$ cat config.mk
export PLATFORM = sky130hd
export DESIGN_NAME = hdmi_source_top
export DESIGN_NICKNAME = d
export VERILOG_FILES = /design/src/verilog/hdmi_pkg.sv /design/src/verilog/video_timing.sv /design/src/verilog/sawtooth.sv /design/src/verilog/audio_fifo.sv /design/src/verilog/packet_scheduler.sv /design/src/verilog/console.sv /design/src/verilog/hdmi_source_top.sv
export VERILOG_INCLUDE_DIRS = /design/src /design/src/verilog
export SDC_FILE = /design/constraint.sdc
export NUM_CORES = 2
export LEC_CHECK = 0
export ABC_CLOCK_PERIOD_IN_PS = 13100
export BUFFER_PORTS_ARGS = -buffer_cell sky130_fd_sc_hd__buf_2
export CAP_MARGIN = 20
export CORE_MARGIN = 4
export CORE_UTILIZATION = 45
export CTS_CLUSTER_SIZE = 28
export DETAILED_ROUTE_END_ITERATION = 7
export GPL_ROUTABILITY_DRIVEN = 0
export PLACE_DENSITY = 0.65
export SLEW_MARGIN = 20
export SYNTH_ARGS = -nofsm -noshare
export SYNTH_HDL_FRONTEND = slang
export SYNTH_HIERARCHICAL = 1
export SYNTH_SLANG_ARGS = --single-unit
export TNS_END_PERCENT = 20
$ cat constraint.sdc
create_clock -name clk_pixel -period 13.1 [get_ports clk_pixel]
set_clock_uncertainty 0.2 [all_clocks]
set_input_delay 0.655 -clock clk_pixel [delete_from_list [all_inputs] [get_ports clk_pixel]]
set_output_delay 0.655 -clock clk_pixel [all_outputs]
set_load 0.02 [all_outputs]
$ cat src/verilog/hdmi_cfg.svh
`ifndef HDMI_CFG_SVH
`define HDMI_CFG_SVH

// 640x480 frame, 800x525 total
`define H_TOTAL 800
`define H_ACTIVE 640
`define V_TOTAL 525
`define V_ACTIVE 480

// data island slot, in horizontal blanking
`define PKT_POS 656

// audio path
`define AUDIO_BITS 16
`define FIFO_DEPTH 128

// pixel clocks per sample, about 36 kHz at 25.2 MHz
`define SAMPLE_DIV 700

`endif

$ cat src/verilog/hdmi_pkg.sv
`default_nettype none

`include "hdmi_cfg.svh"

package hdmi_pkg;

    // data island packet header byte 0
    typedef enum logic [7:0] {
        pkt_null      = 8'h00,
        pkt_acr       = 8'h01,
        pkt_audio     = 8'h02,
        pkt_infoframe = 8'h84
    } packet_type_e;

    typedef struct packed {
        logic [9:0] cx;
        logic [9:0] cy;
        logic       active; // inside 640x480
    } screen_pos_t;

    typedef struct packed {
        logic                   valid;
        packet_type_e           ptype;
        logic [`AUDIO_BITS-1:0] sample; // only meaningful for pkt_audio
    } packet_out_t;

    typedef struct packed {
        logic [7:0] r;
        logic [7:0] g;
        logic [7:0] b;
    } rgb_t;

endpackage

`default_nettype wire

$ cat src/verilog/video_timing.sv
`timescale 1ns/1ps
`default_nettype none

`include "hdmi_cfg.svh"

module video_timing (
    input  wire                   clk_pixel,
    input  wire                   rst_n,
    output hdmi_pkg::screen_pos_t pos,
    output logic                  packet_enable
);

    logic [9:0] cx;
    logic [9:0] cy;
    logic       active;
    logic       line_end;
    logic       frame_end;

    assign line_end  = (cx == 10'(`H_TOTAL - 1));
    assign frame_end = (cy == 10'(`V_TOTAL - 1));

    always_ff @(posedge clk_pixel)
    begin
        if (!rst_n)
        begin
            cx <= '0;
            cy <= '0;
        end
        else if (line_end)
        begin
            cx <= '0;
            cy <= frame_end ? 10'd0 : cy + 10'd1;
        end
        else
        begin
            cx <= cx + 10'd1;
        end
    end

    assign active = (cx < 10'(`H_ACTIVE)) && (cy < 10'(`V_ACTIVE));

    // position is the counter state itself, no extra stage
    assign pos.cx     = cx;
    assign pos.cy     = cy;
    assign pos.active = active;

    // one island opportunity per line
    assign packet_enable = (cx == 10'(`PKT_POS));

    a_pkt_in_blanking: assert property (@(posedge clk_pixel) disable iff (!rst_n)
        packet_enable |-> !pos.active);

endmodule

`default_nettype wire

$ cat src/verilog/sawtooth.sv
`timescale 1ns/1ps
`default_nettype none

`include "hdmi_cfg.svh"

module sawtooth (
    input  wire                    clk_pixel,
    input  wire                    rst_n,
    input  wire  [`AUDIO_BITS-1:0] step,
    output logic                   sample_strobe,
    output logic [`AUDIO_BITS-1:0] level
);

    logic [9:0] div_cnt;

    // sample rate divider
    always_ff @(posedge clk_pixel)
    begin
        if (!rst_n)
        begin
            div_cnt       <= '0;
            sample_strobe <= 1'b0;
        end
        else if (div_cnt == 10'(`SAMPLE_DIV - 1))
        begin
            div_cnt       <= '0;
            sample_strobe <= 1'b1;
        end
        else
        begin
            div_cnt       <= div_cnt + 10'd1;
            sample_strobe <= 1'b0;
        end
    end

    // ramp, wraps naturally
    always_ff @(posedge clk_pixel)
    begin
        if (!rst_n)
            level <= '0;
        else if (sample_strobe)
            level <= level + step; // new value after the pulse
    end

endmodule

`default_nettype wire

$ cat src/verilog/audio_fifo.sv
`timescale 1ns/1ps
`default_nettype none

module audio_fifo #(
    parameter int DEPTH = 128,
    parameter int WIDTH = 16
) (
    input  wire                        clk_pixel,
    input  wire                        rst_n,
    input  wire                        push,
    input  wire  [WIDTH-1:0]           wdata,
    input  wire                        pop,
    output logic [WIDTH-1:0]           rdata,
    output logic [$clog2(DEPTH+1)-1:0] count,
    output logic                       overflow
);

    localparam int AW = (DEPTH > 1) ? $clog2(DEPTH) : 1;

    logic [WIDTH-1:0] mem [DEPTH];
    logic [AW-1:0]    wr_ptr;
    logic [AW-1:0]    rd_ptr;
    logic             wr_ok;
    logic             rd_ok;

    assign wr_ok = push && (count < DEPTH); // full drops the sample
    assign rd_ok = pop && (count != '0);

    // fall-through head
    assign rdata = mem[rd_ptr];

    always_ff @(posedge clk_pixel)
    begin
        if (wr_ok)
            mem[wr_ptr] <= wdata;
    end

    always_ff @(posedge clk_pixel)
    begin
        if (!rst_n)
        begin
            wr_ptr   <= '0;
            rd_ptr   <= '0;
            count    <= '0;
            overflow <= 1'b0;
        end
        else
        begin
            // explicit wrap so DEPTH need not be a power of two
            if (wr_ok)
                wr_ptr <= (wr_ptr == AW'(DEPTH - 1)) ? '0 : wr_ptr + 1'b1;
            if (rd_ok)
                rd_ptr <= (rd_ptr == AW'(DEPTH - 1)) ? '0 : rd_ptr + 1'b1;

            case ({wr_ok, rd_ok})
                2'b10:   count <= count + 1'b1;
                2'b01:   count <= count - 1'b1;
                default: count <= count;
            endcase

            if (push && !wr_ok)
                overflow <= 1'b1; // sticky
        end
    end

    // the scheduler must only pop when it saw data
    a_no_pop_empty: assert property (@(posedge clk_pixel) disable iff (!rst_n)
        pop |-> count != '0);

endmodule

`default_nettype wire

$ cat src/verilog/packet_scheduler.sv
`timescale 1ns/1ps
`default_nettype none

`include "hdmi_cfg.svh"

module packet_scheduler (
    input  wire                                clk_pixel,
    input  wire                                rst_n,
    input  wire hdmi_pkg::screen_pos_t         pos,
    input  wire                                packet_enable,
    input  wire  [`AUDIO_BITS-1:0]             fifo_data,
    input  wire  [$clog2(`FIFO_DEPTH+1)-1:0]   fifo_count,
    output logic                               fifo_pop,
    output hdmi_pkg::packet_out_t              packet_out
);

    import hdmi_pkg::*;

    logic                   acr_sent;
    logic                   infoframe_sent;
    logic                   frame_start;
    packet_type_e           next_type;
    logic                   out_valid;
    packet_type_e           out_type;
    logic [`AUDIO_BITS-1:0] out_sample;

    assign frame_start = (pos.cx == 10'd0) && (pos.cy == 10'd0);

    // ACR first, then InfoFrame, then audio when buffered
    always_comb
    begin
        if (!acr_sent)
            next_type = pkt_acr;
        else if (!infoframe_sent)
            next_type = pkt_infoframe;
        else if (fifo_count != '0)
            next_type = pkt_audio;
        else
            next_type = pkt_null;
    end

    assign fifo_pop = packet_enable && (next_type == pkt_audio);

    always_ff @(posedge clk_pixel)
    begin
        if (!rst_n || frame_start)
        begin
            acr_sent       <= 1'b0;
            infoframe_sent <= 1'b0;
        end
        else if (packet_enable)
        begin
            if (next_type == pkt_acr)
                acr_sent <= 1'b1;
            if (next_type == pkt_infoframe)
                infoframe_sent <= 1'b1;
        end
    end

    always_ff @(posedge clk_pixel)
    begin
        if (!rst_n)
        begin
            out_valid <= 1'b0;
            out_type  <= pkt_null;
        end
        else
        begin
            out_valid <= packet_enable;
            if (packet_enable)
                out_type <= next_type;
        end
    end

    // head word captured as it is popped
    always_ff @(posedge clk_pixel)
    begin
        if (fifo_pop)
            out_sample <= fifo_data;
    end

    assign packet_out.valid  = out_valid;
    assign packet_out.ptype  = out_type;
    assign packet_out.sample = out_sample;

    a_audio_has_data: assert property (@(posedge clk_pixel) disable iff (!rst_n)
        (packet_out.valid && packet_out.ptype == pkt_audio) |-> $past(fifo_count) != '0);

endmodule

`default_nettype wire

$ cat src/verilog/console.sv
`timescale 1ns/1ps
`default_nettype none

module console (
    input  wire                        clk_pixel,
    input  wire                        rst_n,
    input  wire hdmi_pkg::screen_pos_t pos,
    output hdmi_pkg::rgb_t             rgb
);

    import hdmi_pkg::*;

    logic [7:0] character;
    logic [5:0] prev_row;
    logic [7:0] char_now;
    logic [7:0] attribute;
    logic [2:0] bit_sel;
    logic       glyph_on;
    rgb_t       fg;
    rgb_t       bg;

    // classic 16 colour text palette
    function automatic rgb_t palette(input logic [3:0] idx);
        case (idx)
            4'h0:    palette = 24'h000000;
            4'h1:    palette = 24'h0000aa;
            4'h2:    palette = 24'h00aa00;
            4'h3:    palette = 24'h00aaaa;
            4'h4:    palette = 24'haa0000;
            4'h5:    palette = 24'haa00aa;
            4'h6:    palette = 24'haa5500;
            4'h7:    palette = 24'haaaaaa;
            4'h8:    palette = 24'h555555;
            4'h9:    palette = 24'h5555ff;
            4'ha:    palette = 24'h55ff55;
            4'hb:    palette = 24'h55ffff;
            4'hc:    palette = 24'hff5555;
            4'hd:    palette = 24'hff55ff;
            4'he:    palette = 24'hffff55;
            default: palette = 24'hffffff;
        endcase
    endfunction

    // code for the current text row, valid from its first pixel
    always_comb
    begin
        if (pos.cy == 10'd0)
            char_now = 8'h30;
        else if (prev_row != pos.cy[9:4])
            char_now = character + 8'h01;
        else
            char_now = character;
    end

    always_ff @(posedge clk_pixel)
    begin
        if (!rst_n)
        begin
            character <= 8'h30;
            prev_row  <= '0;
        end
        else
        begin
            character <= char_now;
            prev_row  <= pos.cy[9:4];
        end
    end

    assign attribute = {pos.cx[9], pos.cy[8:6], pos.cx[8:5]};
    assign fg        = palette(attribute[3:0]);
    assign bg        = palette(attribute[7:4]);

    // msb is the leftmost column, bottom 4 lines are spacing
    assign bit_sel  = 3'd7 - pos.cx[2:0];
    assign glyph_on = char_now[bit_sel] && (pos.cy[3:0] < 4'd12);

    always_ff @(posedge clk_pixel)
    begin
        if (!rst_n)
            rgb <= '0;
        else if (!pos.active)
            rgb <= '0; // black in blanking
        else
            rgb <= glyph_on ? fg : bg;
    end

endmodule

`default_nettype wire

$ cat src/verilog/hdmi_source_top.sv
`timescale 1ns/1ps
`default_nettype none

`include "hdmi_cfg.svh"

module hdmi_source_top (
    input  wire                    clk_pixel,
    input  wire                    rst_n,
    input  wire  [`AUDIO_BITS-1:0] step,
    output hdmi_pkg::rgb_t         rgb,
    output hdmi_pkg::screen_pos_t  pos,
    output hdmi_pkg::packet_out_t  packet_out,
    output logic                   overflow
);

    logic                             packet_enable;
    logic                             sample_strobe;
    logic [`AUDIO_BITS-1:0]           level;
    logic [`AUDIO_BITS-1:0]           fifo_data;
    logic [$clog2(`FIFO_DEPTH+1)-1:0] fifo_count;
    logic                             fifo_pop;

    video_timing video_timing_inst (
        .clk_pixel     (clk_pixel),
        .rst_n         (rst_n),
        .pos           (pos),
        .packet_enable (packet_enable)
    );

    sawtooth sawtooth_inst (
        .clk_pixel     (clk_pixel),
        .rst_n         (rst_n),
        .step          (step),
        .sample_strobe (sample_strobe),
        .level         (level)
    );

    // single clock stand-in for the audio domain crossing
    audio_fifo #(
        .DEPTH (`FIFO_DEPTH),
        .WIDTH (`AUDIO_BITS)
    ) audio_fifo_inst (
        .clk_pixel (clk_pixel),
        .rst_n     (rst_n),
        .push      (sample_strobe),
        .wdata     (level),
        .pop       (fifo_pop),
        .rdata     (fifo_data),
        .count     (fifo_count),
        .overflow  (overflow)
    );

    packet_scheduler packet_scheduler_inst (
        .clk_pixel     (clk_pixel),
        .rst_n         (rst_n),
        .pos           (pos),
        .packet_enable (packet_enable),
        .fifo_data     (fifo_data),
        .fifo_count    (fifo_count),
        .fifo_pop      (fifo_pop),
        .packet_out    (packet_out)
    );

    console console_inst (
        .clk_pixel (clk_pixel),
        .rst_n     (rst_n),
        .pos       (pos),
        .rgb       (rgb)
    );

endmodule

`default_nettype wire

==> impl_metrics.tcl <==
set metrics [dict create \
    ctsResizeCount 0 \
    htree_levels 4 \
    yosysUniqueCellTypes 96 \
    fmax_ghz 0.185 \
    clock_latency_ps 870 \
    io_pins 89 \
    async_flop_share 0 \
    startpoint_type "flip-flop" \
    clkSinkCount 2166 \
    synth-edff-count 2064 \
    drc 0 \
    antenna_found_initial 17 \
    cts.clk_slew.worst_paths_ps 60 \
    hold_viol_final 0 \
    stdcell_area_mm2 0.0959 \
    power_density_mw_per_mm2 139 \
    cts_root_buffer "clkbuf_16" \
    cp_max_fo 63 \
    grt_max_degree 139 \
    syn_area_mm2 0.0857 \
    yosysSeqAreaShare 0.747 \
    setup_viol 0 \
    postRouteAntennaNets 0 \
    rsz0062_at_grt "no" \
    grt_util_all_layers 0.220 \
    drv_slew 0 \
    gr-total-overflow 0 \
    wl_per_cell_um 27.9 \
    ys_ff_latch 2166 \
    cp_data_arrival_time_ps 5800 \
    period_share 0.413 \
    synthCells 5066 \
    dp_hpwl_um 128000 \
    drive_gt1_frac 0.120 \
    worstHoldStart "step[1]" \
    p_leak_nw 31.6 \
    required_ps 13480 \
    avgSynthCellArea_um2 16.9 \
    vias 46600 \
    maxCapViolations 0 \
    grt_pass1_vias 44800 \
    wirelength_um 222000 \
    die_y_um 444 \
    ir_drop_mv 0.131 \
    vias_per_cell 5.87 \
    cts_tree "done" \
    placedInstanceArea_mm2 0.0893 \
    fp.dieW_um 444 \
    path_class "flip-flop to flip-flop" \
    std_cell_rows 159 \
    drt_pass1_iterations 6 \
    status "finished clean" \
    first_iter_violations 5738 \
    slew_headroom 0.240 \
    layout.nets 5305 \
    ys_warn_count 6 \
    tightest_slew_ps 1130 \
    setup_slack_ps 7680 \
    grt_first_pass_wirelength_um 318000 \
    numPortBuffers 84 \
    dieArea_mm2 0.197 \
    fin_setup_tns_ps 0 \
    start_util 0.454 \
    cts_setup_buffers 0 \
    clock_path_buffers 3 \
    coreArea_mm2 0.189 \
    cts_buffers 213 \
    dp_slack_ps 7780 \
    finalCriticalPeriod_ps 5420 \
    areaGrowthSynthToFinish_pct 11.9 \
    hold_class "input pin to flip-flop" \
    holdBufCountCts 3 \
    ys.flop_type "edfxtp_1" \
    cp-end-kind "flip-flop" \
]
-- worst max-delay path, stage by stage (launching register included) --
cell and delay [ps]:
dfxtp_4 850, buf_4 720, buf_4 880, buf_4 940, mux2i_1 300, a22oi_1 120
nand4_1 330, nor3_1 120, or4_1 510
-- routing by layer --
layer / vias up / wire length, um / share of wire / global-route usage
li1: 20400 / - / - / -
met1: 23900 / 93500 / 0.42 / 0.309
met2: 1900 / 104000 / 0.47 / 0.349
met3: 325 / 17300 / 0.078 / 0.0398
met4: 10 / 6570 / 0.030 / 0.0694
met5: - / 58 / 0.00026 / 0
-- path summary, 6_finish.rpt --
path / to / slack (ps) / cells after the start
setup / recovery: packet_scheduler_inst/out_sample[9] / 7680 / 8
hold / removal: sawtooth_inst/level[1] / 70 / 4
setup reg to reg: packet_scheduler_inst/out_sample[9] / 7680 / 8
hold reg to reg: sawtooth_inst/div_cnt[0] / 250 / 1
-- power breakdown --
part	switching, mW	total [mW]	internal [mW]
clock	2.62	5.79	3.17
sequential	0.00392	7.46	7.46
combinational	0.0217	0.0339	0.0122
total	2.65	13.3	10.6
-- state kept, by name, summed over array words and instances (netlist names), 6 cells and up, named ones only --
signal / cells
audio_fifo_inst/count: 8
console_inst/character: 8
console_inst/prev_row: 6
video_timing_inst/cy: 10
audio_fifo_inst/mem: 2048
sawtooth_inst/div_cnt: 10
packet_scheduler_inst/out_sample: 16
video_timing_inst/cx: 10
audio_fifo_inst/rd_ptr: 7
audio_fifo_inst/wr_ptr: 7
sawtooth_inst/level: 16
-- cell usage after synthesis (33+ instances only) --
cell type  instances  area (um2)
a21oi_1           98         490
buf_4             63         473
xnor2_1           33         289
nand3_1          102         510
nor2_1           203         762
edfxtp_1        2064       62000
mux2i_1         1041       10400
a22oi_1          448        3360
buf_2            183         916
nand2_1          188         706
clkbuf_1          46         173
nor3_1            73         365
dfxtp_1          102        2040
nand4_1           86         538
-- cell type report --
cell class                 count  area (um2)
clock buffer                 270        5540
multi-input combinational   2574       20100
tap                         2495        3120
sequential                  2166       64100
clock inverter               125        1030
timing repair buffer         281        1950
fill                       15300       92700
inverter                      24        90.1
antenna                        4        10.0
-- per-stage QoR --
| step | util | hold WS [ps] | total power, mW | std cells |
|---|---|---|---|---|
| after floorplan | - | 218 | 7.64 | 5069 |
| after global placement | 0.473 | 229 | 7.64 | 7536 |
| after detailed placement | 0.473 | 247 | 7.64 | 7537 |
| after CTS | 0.509 | 19.3 | 13.3 | 7935 |
| after global routing | 0.509 | 79.3 | 13.7 | 7936 |
| final | 0.509 | 69.6 | 13.3 | 7939 |
-- cell usage in the layout, fill, tap and decap left out, types with 86 or more instances in the layout --
master / instances
buf_4: 190
edfxtp_1: 2064
mux2i_1: 1041
nand2_1: 188
a22oi_1: 448
nand4_1: 86
clkbuf_16: 213
nand3_1: 102
nor2_1: 194
a21oi_1: 97
-- cells by family after synthesis --
family | count (synthesis) | share of synthesized area
other cells | 1 | 0.0000438
buf+inv | 329 | 0.0205
flops | 2166 | 0.747
fa+ha+maj | 27 | 0.00403
simple gates | 798 | 0.0470
mux | 1042 | 0.122
xor+xnor | 56 | 0.00581
compound gates | 647 | 0.0538
Power figures use the tool's default switching activity.
